--- config.mk ---
export PLATFORM = sky130hd
export DESIGN_NAME = register_file
export DESIGN_NICKNAME = d
export VERILOG_FILES = /design/src/cpu_settings.svh /design/src/register_file.sv
export SDC_FILE = /design/constraint.sdc
export NUM_CORES = 2
export LEC_CHECK = 0
export BUFFER_PORTS_ARGS = -buffer_cell sky130_fd_sc_hd__buf_2
export CAP_MARGIN = 20
export CORE_MARGIN = 1.5
export CORE_UTILIZATION = 30
export DETAILED_ROUTE_END_ITERATION = 7
export SLEW_MARGIN = 25
export SYNTH_ARGS = -nofsm -noshare
export SYNTH_HDL_FRONTEND = slang
export SYNTH_SLANG_ARGS = --single-unit
--- constraint.sdc ---
create_clock -name clk -period 2.3 [get_ports clk]
set_input_delay 0.115 -clock clk [delete_from_list [all_inputs] [get_ports clk]]
set_output_delay 0.115 -clock clk [all_outputs]
set_load 0.01 [all_outputs]
--- src/cpu_settings.svh ---
`ifndef CPU_SETTINGS_SVH
`define CPU_SETTINGS_SVH

// memory sizes in 32-bit words
`define CPU_IMEM_WORDS 64 // instruction memory depth
`define CPU_DMEM_WORDS 64 // data memory depth

// ecall halts only when x17 holds this value
`define CPU_HALT_CODE 10

`endif

--- src/register_file.sv ---
`timescale 1ns/1ps

module register_file (
  input  logic        clk,
  input  logic        reset,
  input  logic [4:0]  rs1,
  input  logic [4:0]  rs2,
  input  logic [4:0]  rd,
  input  logic [31:0] wdata,
  input  logic        we,
  output logic [31:0] rs1_data,
  output logic [31:0] rs2_data,
  output logic [31:0] print_reg [0:31]
);

  logic [31:0] regs [0:31];
  logic        wr_live; // a real write this cycle

  assign wr_live = we && (rd != 5'd0);

  always_ff @(posedge clk) begin
    if (reset) begin
      for (int i = 0; i < 32; i++) begin
        regs[i] <= 32'd0;
      end
    end else if (wr_live) begin
      regs[rd] <= wdata; // x0 never written
    end
  end

  // write lands in the first half of the cycle
  assign rs1_data = (wr_live && rd == rs1) ? wdata : regs[rs1];
  assign rs2_data = (wr_live && rd == rs2) ? wdata : regs[rs2];

  always_comb begin
    for (int i = 0; i < 32; i++) begin
      print_reg[i] = (wr_live && rd == 5'(i)) ? wdata : regs[i];
    end
  end

  // x0 stays zero in the dump, bypass included
  a_x0_zero: assert property (@(posedge clk) disable iff (reset) print_reg[0] == 32'd0);

endmodule

==> flow_summary.yaml <==
floorplanning:
  dieArea_mm2: 0.225
  core_area_mm2: 0.220
  start_util: 0.303
  placementRows: 172
  fp.dieW_um: 474
  die_h_um: 474
  pin_count: 1138
sta:
  maxSlewViolCount: 0
  finalSetupTns_ns: -23.11
  setup_viol: 68
  finalHoldViolations: 0
  fin_crit_sh: 1.22
  worst_pin_slew_ns: 1.09
  slew_headroom: 0.274
  period_needed_ns: 2.80
  clock.fmax_mhz: 357
  finalWorstSetupSlack_ns: -0.498
  rsz0062_at_grt: "true"
grt:
  globalRoute.totalOverflow: 0
  grt_busiest_layer: "met2"
  grt_use_met2: 0.530
  grt_pass1_wl_mm: 524
  met3_usage: 0.104
  grt_usage: 0.353
  first_global_vias: 53800
  grt.met1_usage: 0.447
  antenna_found_initial: 72
  grt_max_degree: 65
layout:
  mostFrequentLayoutCell: "buf_2"
  seq_area_mm2: 0.0307
  n_fill_cell: 20600
  final_cell_mix: "buf_2 (1092), edfxtp_1 (1024), and2_1 (993), mux2_2 (992), buf_4 (543)"
  top_regs: "regs (1024)"
  final_cells: 9376
  finalCoreUtilization: 0.406
  nets: 6321
  largest_reg_flops: 1024
  drive_gt1_frac: 0.621
  multi_input_area_mm2: 0.0350
  synthToLayoutAreaGrowth_pct: 34.1
  top_register: "regs"
detailed_routing:
  via_count: 56800
  wire_per_inst_um: 43.9
  wl_mm: 411
  remaining_drc_errors: 0
  postRouteAntennaNets: 0
  firstDrtPassIters: 5
  avgViaCountPerCell: 6.06
  drtIter0Drc: 8514
setup_path:
  end_kind: "output port"
  path_max_fanout: 3
  path_class: "reg2out"
  critical_path_arrival_ns: 2.68
  required_ns: 2.18
  start_kind: "register"
power:
  ir_drop_mv: 0.799
  p_per_area_mw_per_mm2: 624
  p_leak_nw: 33.7
  p_total_w: 0.0558
placed_design:
  gp_congestion: 0.956
  dp_hpwl_mm: 303
  placedCellCount: 8815
  portBuffers: 1137
  place_ws_ns: -0.211
outcome:
  violations: "negative setup slack"
  outcome: "finished with violations"
clock_tree:
  path_clk_slew_ns: 0.06
  cts.sinks: 1024
  cts_tree: "built"
  cts_root_buf: "clkbuf_16"
  numCtsBuffers: 130
  clockBufferDepth: 3
  h-tree-depth: 4
synth:
  syn_inst: 4772
  syn_area_mm2: 0.0667
  ys_warn_count: 0
  ys_seq_area_frac: 0.461
  syn-mean-instance-area_um2: 14.0
  ys_ff_latch: 1024
  synth_cell_types: 47
min_path:
  hp-class: "in2reg"
job:
  cap_violations: 0
cell type report:
cell class                      instances  share of cell area
Multi-Input combinational cell       3131               0.391
Sequential cell                      1024               0.344
Timing Repair Buffer                 1983               0.175
Tap cell                             2958              0.0414
Clock buffer                          149              0.0374
Clock inverter                         87             0.00924
Antenna cell                           43             0.00120
Inverter                                1           0.0000420
stage by stage:
stage	hold WS, ns	area (µm²)
4_1_cts	0.0109	88000
3_3_place_gp	0.589	80900
2_1_floorplan	0.581	66800
3_5_place_dp	0.602	80900
6_report	0.0909	89400
5_1_grt	0.0653	89300
what timing repair did:
item                                    CTS  global route
setup buffers                           207            80
cloned                                    0             2
pin swaps                                99            77
endpoints found under the setup margin  138            93
hold endpoints to repair                338             3
gates resized for setup                 278           117
hold buffers                             22             1
layer usage:
layer / share of wire / up-vias / wire (µm)
li1: - / 21400 / -
met1: 0.37 / 29400 / 154000
met2: 0.44 / 5030 / 179000
met3: 0.12 / 1046 / 48900
met4: 0.072 / 22 / 29500
met5: 0.00031 / - / 127
path summary, 6_finish.rpt:
check / start / endpoint / slack (ns) / depth (start not counted)
min: wdata[6] / regs[2][6]$_SDFFCE_PN0P_ / 0.09 / 3
max: regs[26][2]$_SDFFCE_PN0P_ / rs2_data[2] / -0.50 / 6
worst max-delay path, cell delays in order (launching register included):
cell,delay (ns)
edfxtp_1,0.42
mux4_1,0.33
o22ai_1,0.10
or4_4,0.53
o21ai_4,0.23
buf_6,0.16
buf_6,0.10
cell usage after synthesis (all sizes together):
cell    instances  area [µm²]
edfxtp       1024       30700
and2          994        6220
mux2          992       11200
mux4          510       11600
clkbuf        376        1420
buf           271        1830
o22ai         252        1580
nand2          84         325
o21ai          65         325
or4            64         480
nor2           35         151
or2            22         138
nor3           18         110
nand2b         15        93.8
mux2i           7        70.1
xnor2           6        52.6
nand3           5        25.0
nand3b          5        37.5
xor2            4        35.0
nor2b           3        18.8
nor4            3        48.8
or3             3        18.8
a221oi          2        17.5
nand4b          2        17.5
or3b            2        17.5
a22oi           1        7.51
and3            1        6.26
conb            1        3.75
inv             1        3.75
nand4           1        6.26
nor3b           1        12.5
o21bai          1        7.51
o41ai           1        27.5
where the power goes:
group | switching (W) | leakage (nW) | internal [W]
logic | 0.00692 | 21.9 | 0.00538
clock network | 0.00920 | 2.03 | 0.0116
registers | 0.00108 | 9.77 | 0.0216
logic make-up (layout without fill, tap and decap cells):
logic type      count (synthesis)  in the layout  share of synthesized area
simple gates                 1258           1258                      0.116
mux                          1509           1509                      0.343
buf+inv                       648           2220                     0.0487
flops                        1024           1024                      0.461
other cells                     1             75                  0.0000563
compound gates                322            322                     0.0294
xor+xnor                       10             10                    0.00131
(Power assumes the default switching activity.)
