`config.mk`:
```
export PLATFORM = sky130hd
export DESIGN_NAME = result_stage
export DESIGN_NICKNAME = d
export VERILOG_FILES = /design/src/result_stage.sv
export VERILOG_INCLUDE_DIRS = /design/src
export SDC_FILE = /design/constraint.sdc
export NUM_CORES = 2
export LEC_CHECK = 0
export ABC_AREA = 1
export BUFFER_PORTS_ARGS = -buffer_cell sky130_fd_sc_hd__buf_2
export CAP_MARGIN = 10
export CORE_ASPECT_RATIO = 0.6
export CORE_MARGIN = 5
export CORE_UTILIZATION = 45
export DETAILED_ROUTE_END_ITERATION = 12
export PLACE_DENSITY_LB_ADDON = 0.05
export SLEW_MARGIN = 20
export SYNTH_ARGS = -nofsm -noshare
export SYNTH_HDL_FRONTEND = slang
export SYNTH_SLANG_ARGS = --single-unit
```
`constraint.sdc`:
```
create_clock -name clk -period 4.3 [get_ports clk]
set_input_delay 0.645 -clock clk [delete_from_list [all_inputs] [get_ports clk]]
set_output_delay 0.645 -clock clk [all_outputs]
set_load 0.03 [all_outputs]
```
`src/cpu_settings.svh`:
```
`ifndef CPU_SETTINGS_SVH
`define CPU_SETTINGS_SVH

// memory sizes in 32-bit words
`define CPU_IMEM_WORDS 64 // instruction memory depth
`define CPU_DMEM_WORDS 64 // data memory depth

// ecall halts only when x17 holds this value
`define CPU_HALT_CODE 10

`endif

```
`src/result_stage.sv`:
```
`timescale 1ns/1ps
`include "cpu_settings.svh"

module result_stage (
  input  logic        clk,
  input  logic        reset,
  input  logic [4:0]  ex_rd,
  input  logic        ex_reg_write,
  input  logic [31:0] ex_result,
  input  logic [31:0] ex_store_data,
  input  logic        ex_mem_read,
  input  logic        ex_mem_write,
  input  logic        ex_mem_to_reg,
  input  logic        ex_halt,
  output logic [4:0]  mem_rd,
  output logic        mem_reg_write,
  output logic [31:0] mem_result,
  output logic [4:0]  wb_rd,
  output logic        wb_reg_write,
  output logic [31:0] wb_data,
  output logic        wb_halt
);

  localparam int DMEM_AW = $clog2(`CPU_DMEM_WORDS);

  logic [31:0]        mem_alu_q;    // address or alu value
  logic [31:0]        mem_store_q;
  logic               mem_read_q;
  logic               mem_write_q;
  logic               mem_to_reg_q;
  logic               mem_halt_q;
  logic [31:0]        dmem [`CPU_DMEM_WORDS];
  logic [DMEM_AW-1:0] dmem_idx;     // word index
  logic [31:0]        load_data;
  logic [31:0]        wb_alu_q;
  logic [31:0]        wb_load_q;
  logic               wb_to_reg_q;

  // ex/mem register
  always_ff @(posedge clk) begin
    if (reset) begin
      mem_reg_write <= 1'b0;
      mem_read_q    <= 1'b0;
      mem_write_q   <= 1'b0;
      mem_to_reg_q  <= 1'b0;
      mem_halt_q    <= 1'b0;
    end else begin
      mem_reg_write <= ex_reg_write;
      mem_read_q    <= ex_mem_read;
      mem_write_q   <= ex_mem_write;
      mem_to_reg_q  <= ex_mem_to_reg;
      mem_halt_q    <= ex_halt;
    end
  end

  always_ff @(posedge clk) begin
    mem_rd      <= ex_rd;
    mem_alu_q   <= ex_result;
    mem_store_q <= ex_store_data;
  end

  assign dmem_idx  = mem_alu_q[DMEM_AW+1:2]; // byte address / 4
  assign load_data = dmem[dmem_idx];         // async read

  always_ff @(posedge clk) begin
    if (mem_write_q) begin
      dmem[dmem_idx] <= mem_store_q;
    end
  end

  assign mem_result = mem_read_q ? load_data : mem_alu_q; // seen by forwarding

  // mem/wb register
  always_ff @(posedge clk) begin
    if (reset) begin
      wb_reg_write <= 1'b0;
      wb_to_reg_q  <= 1'b0;
      wb_halt      <= 1'b0;
    end else begin
      wb_reg_write <= mem_reg_write;
      wb_to_reg_q  <= mem_to_reg_q;
      wb_halt      <= mem_halt_q;
    end
  end

  always_ff @(posedge clk) begin
    wb_rd     <= mem_rd;
    wb_alu_q  <= mem_alu_q;
    wb_load_q <= load_data;
  end

  assign wb_data = wb_to_reg_q ? wb_load_q : wb_alu_q;

  // decode never asks for both
  a_rw_excl: assert property (@(posedge clk) disable iff (reset)
    !(mem_read_q && mem_write_q));

endmodule

```
==> results.py <==
metrics = {
    "sta": {
        "holdWs_ns": 0.157,
        "hold_violations": 0,
        "fin_crit_ns": 4.26,
        "rsz0062_at_grt": "yes",
        "setup_viol": 0,
        "tightest_slew_ns": 1.07,
        "fin_tns_setup_ns": 0,
        "skew_ns": 0.0341,
        "slew_headroom_pct": 28.9,
        "slew_violations": 0,
        "clock.fmax_mhz": 235,
        "period_share_pct": 99.1,
    },
    "clock_network": {
        "cts_buffer_depth": 4,
        "root_buffer": "clkbuf_16",
        "clkSinkCount": 2194,
        "clock_latency_ns": 0.86,
        "cts_buffers": 214,
        "cts_max_level": 4,
        "cts_tree": "done",
        "clk_pin_slew_ns": 0.07,
    },
    "logic_synthesis": {
        "ys_ff_latch": 2194,
        "synth_nets": 8787,
        "synth_cell_types": 22,
        "synth.cell_area_mm2": 0.0901,
        "synth_warnings": 0,
        "syn_inst": 8711,
        "yosysSeqAreaShare_pct": 71.5,
        "syn_avg_cell_area_um2": 10.3,
    },
    "critical_path": {
        "crit_start": "mem_alu_q[3]$_DFF_P_",
        "critPathArrivalTime_ns": 3.62,
        "crit_path_max_incr_delay_ns": 0.51,
        "crit_type": "flop to output port",
        "required_ns": 3.65,
        "crit_buf_inv": 3,
        "crit_chain": "buf_4, buf_16, nand2_1, nand2_1, nand2_1, nand2_1, nand2_1, nand2_1, nor2_1, nand2_1, nand2_1, nand2_1, buf_2",
        "worstPathMaxFanout": 109,
        "r2r_start": "mem_alu_q[6]$_DFF_P_",
        "crit_top_cell": "nand2_1",
        "r2r_slack_ns": 1.12,
        "critical_path.top_delay_family": "simple AND/OR/NAND/NOR gates",
        "endpoint_kind": "output port",
        "crit_path_start_kind": "flop",
        "slowest_stage": "dfxtp_4",
        "ff2ff_path_depth": 6,
        "r2r_end": "dmem[17][7]$_DFFE_PP_",
    },
    "routing": {
        "first_pass_iters": 7,
        "wl_per_cell_um": 24.6,
        "via_count": 61000,
        "drt-initial-drc-count": 6617,
        "viasPerCell": 5.16,
        "drc_errors": 0,
        "ant_nets": 0,
        "drt-total-wl_um": 290000,
    },
    "placed_design": {
        "dpl_cell_area_mm2": 0.0952,
        "hpwl_um": 162000,
        "place_congestion": 0.835,
        "numPortBuffers": 152,
    },
    "grt": {
        "antenna_found_initial": 18,
        "first_global_vias": 56600,
        "grtUsageTotal_pct": 27.1,
        "grt_pass1_wl_um": 414000,
        "grt_max_degree": 146,
        "grt-ovfl-total": 0,
    },
    "floorplan": {
        "die-area_mm2": 0.210,
        "num_rows": 127,
        "initial_core_util_pct": 45.2,
        "die_w_um": 588,
        "fp.dieH_um": 357,
        "io_pins": 153,
        "core-area_mm2": 0.199,
    },
    "cells_and_area": {
        "nNetsFinal": 9072,
        "drive_gt1_share_pct": 10.2,
        "area.growth.synth_to_final_pct": 15.0,
        "final_util_pct": 51.9,
        "final_cell_mix": "nand2_1, edfxtp_1, clkbuf_16",
        "final_area_mm2": 0.104,
        "layout_commonest_cell": "nand2_1",
    },
    "hold_path": {
        "worstHoldPathCells": 2,
        "hp-start": "reset",
        "min_path_type": "input pin to flop",
        "holdPathEnd": "wb_reg_write$_SDFF_PP0_",
    },
    "status": {
        "status": "completed",
    },
    "flow_run": {
        "max_cap_violations": 0,
    },
    "power": {
        "cellLeakagePower_nw": 43.4,
        "vdd_ir_drop_max_v": 0.000362,
        "p_per_area_mw_per_mm2": 438,
    },
}
[logic make-up (layout without fill, tap and decap cells)]
group           Yosys count  count (layout)  share of synthesized area, %
simple gates           6000            6000                          25.1
other cells               0               5                             0
buf+inv                 473             933                          2.93
flops                  2194            2194                          71.5
mux                      32              32                         0.400
compound gates           12              12                        0.0805
[layout make-up]
cell class,count,area [um2]
repair buffers,501,5020
inverters,39,201
clock inverters,102,778
clock buffers,289,6040
flip-flops and latches,2194,64500
repair inverters,2,17.5
well taps,2644,3310
multi-input cells,6044,23700
fillers,17800,95800
diodes,5,12.5
[worst max path at each step]
stage	to	slack [ns]	cells past startpoint
4_1_cts	mem_result[22]	0.01	15
5_1_grt	mem_result[4]	-0.07	16
2_1_floorplan	dmem[40][0]$_DFFE_PP_	-0.41	5
6_report	mem_result[4]	0.04	13
3_3_place_gp	mem_result[11]	0.54	13
3_5_place_dp	mem_result[28]	0.57	14
[timing repair]
action,in CTS,in global routing
setup endpoints to repair,29,23
gates resized for setup,40,42
hold endpoints to repair,73,0
buffers inserted,7,7
gates cloned,7,5
hold buffers,73,0
[layer usage]
metal | GRT usage (%) | wire, um | up-vias
li1 | - | - | 28700
met1 | 42.0 | 135000 | 29600
met2 | 40.9 | 126000 | 2396
met3 | 4.38 | 24500 | 303
met4 | 4.92 | 5210 | 2
met5 | 0 | 13 | -
[worst reg2reg max path, delay by kind of cell (launching register included)]
| kind | cells | cell delay [ns] |
|---|---|---|
| DFF | 1 | 0.64 |
| buffers and inverters | 4 | 1.41 |
| and+or+nand+nor | 2 | 0.77 |
[state kept, by name, summed over array words and instances (netlist names)]
signal / flops
dmem: 2048
mem_alu_q: 32
mem_halt_q: 1
mem_rd: 5
mem_read_q: 1
mem_reg_write: 1
mem_store_q: 32
mem_to_reg_q: 1
mem_write_q: 1
wb_alu_q: 32
wb_halt: 1
wb_load_q: 32
wb_rd: 5
wb_reg_write: 1
wb_to_reg_q: 1
[metrics by stage]
stage | setup slack, ns | total power [mW] | instances
global placement | 0.536 | 27.0 | 11300
detailed placement | 0.566 | 27.0 | 11300
CTS | 0.0102 | 45.7 | 11800
floorplan | -0.414 | 25.8 | 8711
global route | -0.0726 | 46.9 | 11800
finish | 0.0379 | 45.4 | 11800
[where the power goes]
group / internal, mW / switching (mW)
Sequential: 23.5 / 0.234
Combinational: 0.816 / 2.20
Clock: 10.5 / 8.15
Total: 34.8 / 10.6
[cells in the mapped netlist, drive strengths merged]
cell,n,area share [%]
dfxtp,146,3.2
nand3,13,0.072
nor4,2,0.014
or2,6,0.042
mux2,32,0.40
nand2,5824,24
nor3,8,0.078
nand4,2,0.014
o211ai,5,0.042
buf,332,2.3
nor2,145,0.60
o21ai,7,0.039
clkbuf,102,0.42
edfxtp,2048,68
inv,39,0.17
Note: power is estimated with default switching activity, not from simulation.
