[config.mk]
export PLATFORM = sky130hd
export DESIGN_NAME = decode_stage
export DESIGN_NICKNAME = d
export VERILOG_FILES = /design/src/cpu_pkg.sv /design/src/decode_stage.sv
export VERILOG_INCLUDE_DIRS = /design/src
export SDC_FILE = /design/constraint.sdc
export NUM_CORES = 1
export LEC_CHECK = 0
export ABC_AREA = 1
export BUFFER_PORTS_ARGS = -buffer_cell sky130_fd_sc_hd__buf_2
export CAP_MARGIN = 20
export CORE_AREA = 2 2 116 118
export DETAILED_ROUTE_END_ITERATION = 7
export DIE_AREA = 0 0 118 120
export PLACE_DENSITY = 0.68
export SETUP_SLACK_MARGIN = 0.2
export SLEW_MARGIN = 25
export SYNTH_ARGS = -nofsm -noshare
export SYNTH_HDL_FRONTEND = slang
export SYNTH_SLANG_ARGS = --single-unit
export TNS_END_PERCENT = 20
[constraint.sdc]
create_clock -name clk -period 2.78 [get_ports clk]
set_input_delay 0.556 -clock clk [delete_from_list [all_inputs] [get_ports clk]]
set_output_delay 0.556 -clock clk [all_outputs]
set_load 0.1 [all_outputs]
[src/cpu_settings.svh]
`ifndef CPU_SETTINGS_SVH
`define CPU_SETTINGS_SVH

// memory sizes in 32-bit words
`define CPU_IMEM_WORDS 64 // instruction memory depth
`define CPU_DMEM_WORDS 64 // data memory depth

// ecall halts only when x17 holds this value
`define CPU_HALT_CODE 10

`endif

[src/cpu_pkg.sv]
package cpu_pkg;

  // major opcodes handled by the core
  typedef enum logic [6:0] {
    OP     = 7'b0110011, // add sub and or xor slt
    OP_IMM = 7'b0010011, // addi andi ori
    LOAD   = 7'b0000011, // lw only
    STORE  = 7'b0100011, // sw only
    SYSTEM = 7'b1110011  // ecall
  } opcode_e;

  // alu functions, resolved in decode
  typedef enum logic [3:0] {
    ALU_ADD = 4'd0,
    ALU_SUB = 4'd1,
    ALU_AND = 4'd2,
    ALU_OR  = 4'd3,
    ALU_XOR = 4'd4,
    ALU_SLT = 4'd5 // signed compare
  } alu_op_e;

  // operand source in execute
  typedef enum logic [1:0] {
    FWD_NONE = 2'd0, // id/ex register value
    FWD_MEM  = 2'd1, // result of the memory stage
    FWD_WB   = 2'd2  // writeback data
  } fwd_sel_e;

endpackage

[src/decode_stage.sv]
`timescale 1ns/1ps
`include "cpu_settings.svh"

module decode_stage (
  input  logic              clk,
  input  logic              reset,
  input  logic [31:0]       inst,
  input  logic [31:0]       rf_rs1_data,
  input  logic [31:0]       rf_rs2_data,
  input  logic [4:0]        ex_rd,
  input  logic              ex_reg_write,
  input  logic              ex_mem_read,
  input  logic [31:0]       ex_result,
  input  logic [4:0]        mem_rd,
  input  logic              mem_reg_write,
  input  logic [31:0]       mem_result,
  output logic [4:0]        rs1,
  output logic [4:0]        rs2,
  output logic [31:0]       d_rs1_data,
  output logic [31:0]       d_rs2_data,
  output logic [4:0]        rd,
  output logic [31:0]       imm,
  output cpu_pkg::alu_op_e  alu_op,
  output logic              alu_src,
  output logic              mem_read,
  output logic              mem_write,
  output logic              mem_to_reg,
  output logic              reg_write,
  output logic              halt,
  output logic              stall
);
  import cpu_pkg::*;

  localparam logic [4:0] X17 = 5'd17; // ecall argument register

  logic [31:0] inst_q;   // if/id register
  opcode_e     opcode;
  logic [2:0]  funct3;
  logic        is_ecall;
  logic        uses_rs1;
  logic        uses_rs2;
  logic [31:0] x17_val;  // x17 as seen by ecall

  always_ff @(posedge clk) begin
    if (reset) begin
      inst_q <= 32'd0; // decodes as no-op
    end else if (!stall) begin
      inst_q <= inst; // frozen on load-use
    end
  end

  assign opcode = opcode_e'(inst_q[6:0]);
  assign funct3 = inst_q[14:12];
  assign rd     = inst_q[11:7];
  assign rs1    = is_ecall ? X17 : inst_q[19:15]; // ecall reads x17
  assign rs2    = inst_q[24:20];

  always_comb begin
    alu_op     = ALU_ADD;
    alu_src    = 1'b0;
    mem_read   = 1'b0;
    mem_write  = 1'b0;
    mem_to_reg = 1'b0;
    reg_write  = 1'b0;
    is_ecall   = 1'b0;
    uses_rs1   = 1'b0;
    uses_rs2   = 1'b0;
    imm        = {{20{inst_q[31]}}, inst_q[31:20]}; // i-type
    case (opcode)
      OP: begin
        uses_rs1  = 1'b1;
        uses_rs2  = 1'b1;
        reg_write = 1'b1;
        case (funct3)
          3'b000:  alu_op = inst_q[30] ? ALU_SUB : ALU_ADD;
          3'b111:  alu_op = ALU_AND;
          3'b110:  alu_op = ALU_OR;
          3'b100:  alu_op = ALU_XOR;
          3'b010:  alu_op = ALU_SLT;
          default: reg_write = 1'b0; // unsupported funct3
        endcase
      end
      OP_IMM: begin
        uses_rs1  = 1'b1;
        alu_src   = 1'b1;
        reg_write = 1'b1;
        case (funct3)
          3'b000:  alu_op = ALU_ADD;
          3'b111:  alu_op = ALU_AND;
          3'b110:  alu_op = ALU_OR;
          default: reg_write = 1'b0;
        endcase
      end
      LOAD: begin
        uses_rs1   = 1'b1;
        alu_src    = 1'b1;
        mem_read   = (funct3 == 3'b010); // lw
        mem_to_reg = mem_read;
        reg_write  = mem_read;
      end
      STORE: begin
        uses_rs1  = 1'b1;
        uses_rs2  = 1'b1;
        alu_src   = 1'b1;
        mem_write = (funct3 == 3'b010); // sw
        imm       = {{20{inst_q[31]}}, inst_q[31:25], inst_q[11:7]}; // s-type
      end
      SYSTEM: begin
        is_ecall = (inst_q[31:7] == 25'd0);
        uses_rs1 = is_ecall; // reads x17
      end
      default: ; // anything else is a no-op
    endcase
  end

  // load in execute feeding a source used here
  assign stall = ex_mem_read && (ex_rd != 5'd0) &&
                 ((uses_rs1 && ex_rd == rs1) || (uses_rs2 && ex_rd == rs2));

  // x17 priority: execute, memory, then register file
  always_comb begin
    if (ex_reg_write && ex_rd == X17) begin
      x17_val = ex_result;
    end else if (mem_reg_write && mem_rd == X17) begin
      x17_val = mem_result;
    end else begin
      x17_val = rf_rs1_data; // rs1 is x17 for ecall
    end
  end

  assign halt       = is_ecall && (x17_val == 32'(`CPU_HALT_CODE));
  assign d_rs1_data = rf_rs1_data;
  assign d_rs2_data = rf_rs2_data;

  // the bubble clears the load, so the retry proceeds
  a_stall_single: assert property (@(posedge clk) disable iff (reset) stall |=> !stall);

endmodule

==> impl_metrics.csv <==
group,metric,value,unit
critical_path,crit_chain,"buf_2 -> or4_4 -> nor4_2 -> buf_4 -> nor2_4 -> nor3_4 -> buf_12",
timing,worst_pin_slew,642,ps
logic_synthesis,synth.distinct_cells,35,
timing,relSlewSlack,0.572,
timing,period_needed,2590,ps
die,core,0.0130,sq mm
timing,max_clock_freq,386,MHz
timing,skew,6.75,ps
worst_hold_path,holdCritPathClass,"in -> reg",
die,start_util,0.243,
timing,setup-tns-final,0,ps
detailed_routing,first_pass_iters,4,
detailed_routing,num_vias,3436,
global_routing,grt_pass1_wl,16400,um
status,outcome,"finished clean",
detailed_routing,wl_per_cell,13.9,um
clocking,cts_max_level,2,
finish,fill_cells,1480,
place,io_buffer_count,231,
timing,setup_viol,0,
critical_path,end_kind,"output pin",
timing,rsz0062_at_grt,"true",
place,dp.cells,788,
worst_hold_path,min_path_cells,2,
finish,largest_reg_flops,32,
die,die_area,0.0142,sq mm
critical_path,reg2reg_setup_slack,690,ps
timing,post-route-period-util,0.933,
critical_path,slowest_delay,540,ps
finish,final_cells,801,
finish,top_regs,"inst_q (32)",
detailed_routing,route.detailed.drc,0,
logic_synthesis,synth_seq_area_share,0.203,
logic_synthesis,synth.cell_area,0.00316,sq mm
logic_synthesis,yosys_warnings,0,
global_routing,grt_pass1_vias,3164,
logic_synthesis,syn_inst,495,
finish,nets,800,
critical_path,required,2220,ps
detailed_routing,drt_wl_total,11100,um
critical_path,cp_max_fo,2,
power,ir_drop,217,uV
die,row_count,42,
finish,drive_gt1_frac,0.518,
place,place_congestion,0.861,
critical_path,critPathKind,"in -> out",
global_routing,track_usage,0.147,
global_routing,grt_max_degree,57,
place,hpwl,9250,um
critical_path,slowest_stage,"or4_4",
critical_path,r2r_start,"inst_q[3]",
worst_hold_path,holdPathEnd,"inst_q[1]",
clocking,clk_pin_slew,50,ps
timing,holdWs,457,ps
clocking,cts_tree,"built",
power,leakage,2.15,nW
clocking,clock_path_buffers,2,
worst_hold_path,min_from,"reset",
finish,regMostFlops,"inst_q",
die,dieWidth,118,um
clocking,hold_buffers,0,
clocking,worstSkewPairLatency,280,ps
timing,hold_violations,0,
detailed_routing,ant_nets,0,
global_routing,antenna_found_initial,0,
detailed_routing,first_iter_violations,127,
finish,n_antenna_cell,0,
logic_synthesis,syn_nets,670,
critical_path,r2r_end,"inst_q[4]",
power,power.density,454,mW/mm^2
logic_synthesis,synth_area_per_cell,6.38,sq um
timing,slew_violations,0,
logic_synthesis,ys_seq_elements,32,
die,die_h,120,um
critical_path,reg2reg_depth,16,
global_routing,overflow,0,
clocking,root_buffer,"clkbuf_16",
die,ios,297,
critical_path,cp-start-kind,"input port",
critical_path,arrival,2040,ps
flow_run,drv_cap,0,
finish,area_delta_synth_final,27.1,%
detailed_routing,vias_per_cell,4.29,
clocking,clock-sinks,32,
clocking,numCtsBuffers,5,
## placed cells by master, fill, tap and decap left out, types with 3 or more instances in the layout
cell and count:
a21oi_1 21, a21oi_2 10, buf_2 226, buf_4 14, clkbuf_16 5, dfxtp_1 28
dfxtp_2 4, inv_1 28, inv_2 26, nand2_1 83, nand2_2 8, nand2_4 3
nand3_1 35, nand3_2 3, nand4_1 11, nor2_1 51, nor2_2 8, nor2_4 4
nor3_1 4, nor4_1 19, o21ai_0 4, o21ai_1 7
## repair_timing
action,CTS,global route
gates resized for setup,9,15
buffers inserted,0,6
setup endpoints to repair,4,7
pin swaps,3,4
## routing by layer
layer	up-vias	wire, um	global-route usage
li1	1738	-	-
met1	1503	3890	0.149
met2	181	6010	0.286
met3	14	928	0.0433
met4	0	296	0.0505
met5	-	0	0
## layout make-up
type | count | area [sq um] | area share
Clock inverter | 1 | 5.00 | 0.00125
Sequential cell | 32 | 646 | 0.161
Timing Repair Buffer | 244 | 1290 | 0.323
Clock buffer | 6 | 129 | 0.0321
Multi-Input combinational cell | 287 | 1510 | 0.377
Tap cell | 176 | 220 | 0.0549
Inverter | 55 | 206 | 0.0514
## worst max-delay path by stage
stage                         start        end  depth (start not counted)  slack [ps]
floorplan                 inst_q[3]  reg_write                          8        -460
detailed placement  rf_rs1_data[28]       halt                          7         100
finish              rf_rs1_data[26]       halt                          7         190
global route        rf_rs1_data[26]       halt                          7         120
CTS                       inst_q[3]  alu_op[0]                         10         140
global placement    rf_rs1_data[28]       halt                          7         110
## cell usage after synthesis (all sizes together)
cell type	count	share of area
conb	1	0.0012
o31ai	1	0.0024
clkinv	1	0.0012
nand3b	1	0.0024
or4	2	0.0048
a21oi	31	0.061
inv	54	0.064
nand2	94	0.12
o211ai	1	0.0024
nand3	38	0.065
dfxtp	32	0.20
nand4	11	0.022
clkbuf	11	0.013
nor2	63	0.083
nor3b	1	0.0024
o21ai	11	0.017
nor4	22	0.044
a31oi	1	0.0020
or2	1	0.0020
nor3	5	0.0079
buf	110	0.27
a22oi	1	0.0024
xnor2	2	0.0055
## through the flow
stage	instance area (sq um)	setup WS, ps	util	power, mW
finish	4010	188	0.309	1.82
global route	4010	121	0.309	1.91
CTS	3930	143	0.302	1.83
detailed placement	3760	104	0.289	1.31
global placement	3760	105	0.289	1.31
floorplan	3190	-457	-	1.39
## critical path, delay by kind of cell
kind | cells | cell delay [ps]
and+or+nand+nor | 4 | 1020
buffers and inverters | 3 | 450
## power breakdown
| group | switching, mW | internal [mW] |
|---|---|---|
| combinational | 0.630 | 0.166 |
| clock | 0.195 | 0.325 |
| sequential | 0.0239 | 0.485 |
| total | 0.848 | 0.976 |
## kinds of logic after synthesis
| logic type | after synthesis | synth area share |
|---|---|---|
| other | 1 | 0.00119 |
| XOR/XNOR | 2 | 0.00555 |
| AO/OA/AOI/OAI | 46 | 0.0876 |
| AND/OR/NAND/NOR | 238 | 0.356 |
| buffers and inverters | 176 | 0.347 |
| flip-flops | 32 | 0.203 |
Power figures use the tool's default switching activity.
