**config.mk**
```make
export PLATFORM = sky130hd
export DESIGN_NAME = execute_stage
export DESIGN_NICKNAME = d
export VERILOG_FILES = /design/src/cpu_settings.svh /design/src/cpu_pkg.sv /design/src/execute_stage.sv
export SDC_FILE = /design/constraint.sdc
export NUM_CORES = 1
export LEC_CHECK = 0
export ABC_CLOCK_PERIOD_IN_PS = 5700
export BUFFER_PORTS_ARGS = -buffer_cell sky130_fd_sc_hd__buf_2
export CAP_MARGIN = 30
export CORE_ASPECT_RATIO = 0.9
export CORE_MARGIN = 5
export CORE_UTILIZATION = 54
export CTS_CLUSTER_DIAMETER = 150
export DETAILED_ROUTE_END_ITERATION = 8
export HOLD_SLACK_MARGIN = 0.12
export PLACE_DENSITY = 0.82
export SLEW_MARGIN = 5
export SYNTH_ARGS = -nofsm -noshare
export SYNTH_HDL_FRONTEND = slang
export SYNTH_SLANG_ARGS = --single-unit
export TNS_END_PERCENT = 5
```
**constraint.sdc**
```tcl
create_clock -name clk -period 5.7 [get_ports clk]
set_clock_uncertainty 0.15 [all_clocks]
set_input_delay 0.285 -clock clk [delete_from_list [all_inputs] [get_ports clk]]
set_output_delay 0.285 -clock clk [all_outputs]
set_load 0.03 [all_outputs]
```
**src/cpu_settings.svh**
```systemverilog
`ifndef CPU_SETTINGS_SVH
`define CPU_SETTINGS_SVH

// memory sizes in 32-bit words
`define CPU_IMEM_WORDS 64 // instruction memory depth
`define CPU_DMEM_WORDS 64 // data memory depth

// ecall halts only when x17 holds this value
`define CPU_HALT_CODE 10

`endif

```
**src/cpu_pkg.sv**
```systemverilog
package cpu_pkg;

  // major opcodes handled by the core
  typedef enum logic [6:0] {
    OP     = 7'b0110011, // add sub and or xor slt
    OP_IMM = 7'b0010011, // addi andi ori
    LOAD   = 7'b0000011, // lw only
    STORE  = 7'b0100011, // sw only
    SYSTEM = 7'b1110011  // ecall
  } opcode_e;

  // alu functions, resolved in decode
  typedef enum logic [3:0] {
    ALU_ADD = 4'd0,
    ALU_SUB = 4'd1,
    ALU_AND = 4'd2,
    ALU_OR  = 4'd3,
    ALU_XOR = 4'd4,
    ALU_SLT = 4'd5 // signed compare
  } alu_op_e;

  // operand source in execute
  typedef enum logic [1:0] {
    FWD_NONE = 2'd0, // id/ex register value
    FWD_MEM  = 2'd1, // result of the memory stage
    FWD_WB   = 2'd2  // writeback data
  } fwd_sel_e;

endpackage

```
**src/execute_stage.sv**
```systemverilog
`timescale 1ns/1ps

module execute_stage (
  input  logic             clk,
  input  logic             reset,
  input  logic [4:0]       id_rs1,
  input  logic [4:0]       id_rs2,
  input  logic [31:0]      id_rs1_data,
  input  logic [31:0]      id_rs2_data,
  input  logic [4:0]       id_rd,
  input  logic [31:0]      id_imm,
  input  cpu_pkg::alu_op_e id_alu_op,
  input  logic             id_alu_src,
  input  logic             id_mem_read,
  input  logic             id_mem_write,
  input  logic             id_mem_to_reg,
  input  logic             id_reg_write,
  input  logic             id_halt,
  input  logic             bubble,
  input  logic [4:0]       mem_rd,
  input  logic             mem_reg_write,
  input  logic [31:0]      mem_result,
  input  logic [4:0]       wb_rd,
  input  logic             wb_reg_write,
  input  logic [31:0]      wb_data,
  output logic [4:0]       ex_rd,
  output logic             ex_reg_write,
  output logic             ex_mem_read,
  output logic [31:0]      ex_result,
  output logic [31:0]      ex_store_data,
  output logic             ex_mem_write,
  output logic             ex_mem_to_reg,
  output logic             ex_halt
);
  import cpu_pkg::*;

  logic [4:0]  rs1_q;
  logic [4:0]  rs2_q;
  logic [31:0] rs1_data_q;
  logic [31:0] rs2_data_q;
  logic [31:0] imm_q;
  alu_op_e     alu_op_q;
  logic        alu_src_q;
  fwd_sel_e    fwd_a;
  fwd_sel_e    fwd_b;
  logic [31:0] op_a;
  logic [31:0] op_b_reg; // forwarded rs2, also store data
  logic [31:0] op_b;

  function automatic fwd_sel_e pick_fwd(input logic [4:0] src, input logic [4:0] m_rd,
                                        input logic m_we, input logic [4:0] w_rd,
                                        input logic w_we);
    if (m_we && m_rd != 5'd0 && m_rd == src) begin
      return FWD_MEM; // newest value wins
    end else if (w_we && w_rd != 5'd0 && w_rd == src) begin
      return FWD_WB;
    end
    return FWD_NONE;
  endfunction

  // id/ex control, cleared by reset or a bubble
  always_ff @(posedge clk) begin
    if (reset || bubble) begin
      alu_op_q      <= ALU_ADD;
      alu_src_q     <= 1'b0;
      ex_mem_read   <= 1'b0;
      ex_mem_write  <= 1'b0;
      ex_mem_to_reg <= 1'b0;
      ex_reg_write  <= 1'b0;
      ex_halt       <= 1'b0;
    end else begin
      alu_op_q      <= id_alu_op;
      alu_src_q     <= id_alu_src;
      ex_mem_read   <= id_mem_read;
      ex_mem_write  <= id_mem_write;
      ex_mem_to_reg <= id_mem_to_reg;
      ex_reg_write  <= id_reg_write;
      ex_halt       <= id_halt;
    end
  end

  // id/ex payload
  always_ff @(posedge clk) begin
    rs1_q      <= id_rs1;
    rs2_q      <= id_rs2;
    rs1_data_q <= id_rs1_data;
    rs2_data_q <= id_rs2_data;
    imm_q      <= id_imm;
    ex_rd      <= id_rd;
  end

  assign fwd_a = pick_fwd(rs1_q, mem_rd, mem_reg_write, wb_rd, wb_reg_write);
  assign fwd_b = pick_fwd(rs2_q, mem_rd, mem_reg_write, wb_rd, wb_reg_write);

  always_comb begin
    case (fwd_a)
      FWD_MEM: op_a = mem_result;
      FWD_WB:  op_a = wb_data;
      default: op_a = rs1_data_q;
    endcase
    case (fwd_b)
      FWD_MEM: op_b_reg = mem_result;
      FWD_WB:  op_b_reg = wb_data;
      default: op_b_reg = rs2_data_q;
    endcase
  end

  assign op_b          = alu_src_q ? imm_q : op_b_reg;
  assign ex_store_data = op_b_reg;

  always_comb begin
    case (alu_op_q)
      ALU_SUB: ex_result = op_a - op_b;
      ALU_AND: ex_result = op_a & op_b;
      ALU_OR:  ex_result = op_a | op_b;
      ALU_XOR: ex_result = op_a ^ op_b;
      ALU_SLT: ex_result = {31'd0, $signed(op_a) < $signed(op_b)};
      default: ex_result = op_a + op_b; // add, address calc
    endcase
  end

  // a selected stage must be one that writes the register file
  a_fwd_live: assert property (@(posedge clk) disable iff (reset)
    ((fwd_a == FWD_MEM || fwd_b == FWD_MEM) |-> mem_reg_write) and
    ((fwd_a == FWD_WB || fwd_b == FWD_WB) |-> wb_reg_write));

endmodule

```
==> results.toml, run 1 <==
[synth]
ys.flop_type = "dfxtp_1"
synth_cell_types = 74
synth_edf_count = 0
async_flop_share = 0
syn_area_mm2 = 0.009741
synthCells = 1209
synth_seq_area_share = 0.2487
synth_fp_nets = 1519
ys_warn_count = 0
syn_area_per_cell_um2 = 8.057
synth_seq_cells = 121

[global_routing]
track_usage = 0.7244
grt_overflow_total = 3
antenna_found_initial = 19
grt_max_degree = 70

[run_status]
haltStage = "global routing"
status = "did not finish"
tool.error = "[ERROR GRT-0232] Routing congestion too high. Check the congestion heatmap in the GUI."

[place]
dp_hpwl_um = 29960
gp_congestion = 1.101
io_buffers = 273

[cts]
cts_sinks = 121
post_cts_buffers = 0
cts_root_buffer = "clkbuf_16"
cts-htree-levels = 4
cts_buffers = 17
cts_max_path_buffers = 2

[die]
dieWidth_um = 151.6
initial_core_util = 0.5513
io_pins = 274
dieHeight_um = 137.4
num_rows = 46

[timing]
endpoint_type = "output port"
worstEndpointGrtRepair = "ex_result[29]"
[logic make-up after synthesis]
logic type,after synthesis,share of synthesized area
AOI/OAI and AO/OA,382,0.2613
xor gates and xnor gates,43,0.03866
adders and majority gates,110,0.1428
buffers and inverters,153,0.06114
DFF,121,0.2487
muxes,99,0.1039
and+or+nand+nor,301,0.1435
[cells in the mapped netlist (8+ instances only)]
| master | n | area share |
|---|---|---|
| dfxtp_1 | 121 | 0.25 |
| nand2_1 | 118 | 0.045 |
| o21ai_0 | 118 | 0.061 |
| ha_1 | 108 | 0.14 |
| inv_1 | 93 | 0.036 |
| mux2i_1 | 82 | 0.084 |
| nor2_1 | 80 | 0.031 |
| a21oi_1 | 65 | 0.033 |
| clkbuf_1 | 46 | 0.018 |
| xnor2_1 | 30 | 0.027 |
| a21o_1 | 23 | 0.018 |
| a221o_1 | 23 | 0.024 |
| nor3_1 | 21 | 0.011 |
| o21a_1 | 21 | 0.016 |
| and2_1 | 18 | 0.012 |
| mux2_2 | 17 | 0.020 |
| a211oi_1 | 16 | 0.012 |
| nand3_1 | 15 | 0.0077 |
| o221ai_1 | 13 | 0.012 |
| xor2_1 | 13 | 0.012 |
| nor2b_1 | 12 | 0.0077 |
| a22oi_1 | 10 | 0.0077 |
| nand2b_1 | 9 | 0.0058 |
| o211ai_1 | 9 | 0.0069 |
| o31ai_1 | 9 | 0.0069 |
| buf_2 | 8 | 0.0041 |
[per-layer routing]
metal  overflow  global-route usage
met1          0              0.7183
met2          1              0.8479
met3          0              0.6214
met4          2              0.6951
met5          0              0.4800
[stage by stage]
step	utilization	cells	hold slack, ps	setup WS [ps]	instance area (um2)
floorplan	-	1209	162.7	58.62	9741
global placement	0.6838	1774	237.2	39.83	12080
detailed placement	0.6853	1776	238.6	12.46	12110
CTS	0.7908	1929	145.0	12.37	13970
[repair_timing]
action / 4_1_cts
hold buffers: 121
setup endpoints to repair: 9
hold endpoints to repair: 121
pin swaps: 1
gates resized for setup: 8
==> run 2: changes to the inputs <==
--- a/config.mk
+++ b/config.mk
@@ -8,13 +8,10 @@
 export ABC_CLOCK_PERIOD_IN_PS = 5700
 export BUFFER_PORTS_ARGS = -buffer_cell sky130_fd_sc_hd__buf_2
 export CAP_MARGIN = 30
-export CORE_ASPECT_RATIO = 0.9
 export CORE_MARGIN = 5
-export CORE_UTILIZATION = 54
-export CTS_CLUSTER_DIAMETER = 150
+export CORE_UTILIZATION = 40
 export DETAILED_ROUTE_END_ITERATION = 8
-export HOLD_SLACK_MARGIN = 0.12
-export PLACE_DENSITY = 0.82
+export PLACE_DENSITY_LB_ADDON = 0.15
 export SLEW_MARGIN = 5
 export SYNTH_ARGS = -nofsm -noshare
 export SYNTH_HDL_FRONTEND = slang
==> run 2 against run 1 <==
The flow now finishes without violations. Synthesized area did not move. Synthesized cell count did not move.
==> results.toml, run 2 <==
[run_status]
status = "completed"

[cells_and_area]
layout-drive-gt1-share = 0.2760
nets = 1943
final_common_cell = "buf_2"
top_regs = "imm_q (32), rs1_data_q (32), rs2_data_q (32)"
final_cells = 1972
final_util = 0.5770
final_cell_mix = "271 x buf_2, 121 x dlygate4sd3_1, 119 x dfxtp_1, 118 x nand2_1"
area_growth_pct = 43.21
postLayoutCellArea_mm2 = 0.01395

[setup_path]
cp-endpoint = "ex_result[29]"
start_kind = "flip-flop"
worstPathRequired_ps = 5270
startpoint = "rs2_q[3]$_DFF_P_"
critPathCaptureType = "primary output"
cp_data_arrival_time_ps = 5080
crit_fanout = 7
crit_type = "flip-flop to primary output"

[timing]
fin_crit_sh = 0.9674
finalSetupViolations = 0
slew_violations = 0
fmax_ghz = 0.1813
max-slew-margin-rel = 0.3659
fin_hold_ws_ps = 182.8
finalCriticalPeriod_ps = 5514
tightestPinTransition_ps = 948.0
hold_viol = 0

[route]
wire_per_inst_um = 19.82
wirelength_um = 39090
drtIter0Drc = 841
drt_pass1_iterations = 7
drc = 0
vias_per_cell = 5.423
ant_nets = 0
vias = 10700

[synth]
yosys-top-cells-area = "dfxtp_1 25%, ha_1 14%, mux2i_1 8.4%, o21ai_0 6.1%, nand2_1 4.5%"
synth_edf_count = 0
synth_top_cell_by_area = "dfxtp_1"
syn_area_per_cell_um2 = 8.057
synthTopCellsByCount = "121 x dfxtp_1, 118 x nand2_1, 118 x o21ai_0, 108 x ha_1, 93 x inv_1"
synth.area.mux_share = 0.1039
synth_seq_area_share = 0.2487
synth_top_family_by_area = "compound AO/OA/AOI/OAI gates"
synthCells = 1209
synth_fp_nets = 1519
synth_seq_cells = 121
synth_top_area_share = 0.2487
synthXorXnorAreaFrac = 0.03866
synth_cell_types = 74
yosysMostFrequentCell = "dfxtp_1"
ys_warn_count = 0
synth_compound_area_frac = 0.2613
async_flop_share = 0
synth-simple-area-share = 0.1435
syn_area_mm2 = 0.009741
synth_fa_ha_area_frac = 0.1428
ys.flop_type = "dfxtp_1"

[die]
fp.coreArea_mm2 = 0.02418
dieHeight_um = 166.1
num_rows = 57
initial_core_util = 0.4029
dieWidth_um = 166.1
io_pins = 274
die-area_mm2 = 0.02757

[cts]
cts_root_buffer = "clkbuf_16"
cts_tree = "done"
cts_max_path_buffers = 2
cts_buffers = 17
clkTransAtPathRegs_ps = 60
cts-htree-levels = 4
cts_sinks = 121

[global_routing]
antenna_found_initial = 5
grt_pass1_wl_um = 59090
grt_pass1_vias = 10670
grt_overflow_total = 0
track_usage = 0.2683
grt_max_degree = 41

[pwr]
max-vdd-ir-drop_v = 0.0002951
power.total_w = 0.003461
p_leak_nw = 6.238
p_per_area_mw_per_mm2 = 248.1

[place]
gp_congestion = 0.9638
io_buffers = 273
placed_cells = 1803
placed_area_mm2 = 0.01178
dp_hpwl_um = 30110

[worst_hold_path]
hold_class = "input port to flip-flop"
hold_depth = 3

[job]
maxCapViolations = 0
[run 2: repair_timing]
item | 4_1_cts | 5_1_grt
endpoints found under the setup margin | 8 | 11
hold buffers | 121 | 0
hold endpoints to repair | 121 | 0
gates resized for setup | 6 | 78
buffers inserted | 2 | 12
pin swaps | 1 | 6
[run 2: through the flow]
step | TNS (ps) | worst slack, ps
floorplan | 0 | 58.62
global placement | 0 | 103.1
detailed placement | 0 | 66.40
CTS | -27.75 | -27.36
global route | -41.51 | -23.05
finish | 0 | 185.6
[run 2: metal layers]
metal | vias to the layer above | routed length, um | GRT usage
met5 | - | 21 | 0
met4 | 4 | 1058 | 0.08286
met3 | 85 | 2890 | 0.05594
met2 | 428 | 17910 | 0.4423
met1 | 5010 | 17210 | 0.3536
li1 | 5168 | - | -
[run 2: logic make-up after synthesis]
logic type | Yosys count
buffers and inverters | 153
adders and majority gates | 110
muxes | 99
and+or+nand+nor | 301
AOI/OAI and AO/OA | 382
xor gates and xnor gates | 43
DFF | 121
[run 2: how the worst min path moves through the flow]
stage                             end        from
2_1_floorplan        ex_rd[0]$_DFF_P_    id_rd[0]
3_3_place_gp         imm_q[7]$_DFF_P_   id_imm[7]
5_1_grt        ex_mem_read$_SDFF_PP0_       reset
6_report       ex_mem_read$_SDFF_PP0_       reset
4_1_cts        ex_mem_read$_SDFF_PP0_       reset
3_5_place_dp        imm_q[17]$_DFF_P_  id_imm[17]
[run 2: worst max-delay path, cell delays in order, from the launching register on]
cell	delay, ps
dfxtp_1	390
xnor2_1	140
nand3_1	130
nor4_4	290
buf_4	190
buf_4	190
mux2i_1	190
o21ai_0	130
mux2_2	310
ha_1	350
nor2_1	130
o311ai_0	200
a311o_1	370
and4b_2	260
o41a_1	400
a21o_1	240
o31a_1	300
nor4b_2	210
nor2_1	70
buf_2	190
[run 2: power breakdown]
| group | switching, W | leakage [nW] | total (W) | internal [W] |
|---|---|---|---|---|
| combinational | 0.000889 | 4.94 | 0.00148 | 0.000588 |
| clock | 0.000387 | 0.281 | 0.00107 | 0.000681 |
| sequential | 0.0000238 | 1.02 | 0.000915 | 0.000892 |
| total | 0.00130 | 6.24 | 0.00346 | 0.00216 |
[run 2: layout make-up]
| cell class | instances | area, um2 |
|---|---|---|
| tap | 324 | 405.4 |
| inverter | 94 | 352.8 |
| antenna | 3 | 7.507 |
| timing repair buffer | 464 | 3164 |
| sequential | 121 | 2425 |
| clock inverter | 13 | 155.1 |
| clock buffer | 18 | 429.2 |
| multi-input combinational | 935 | 7010 |
| fill | 2190 | 10230 |
Power figures use the tool's default switching activity.
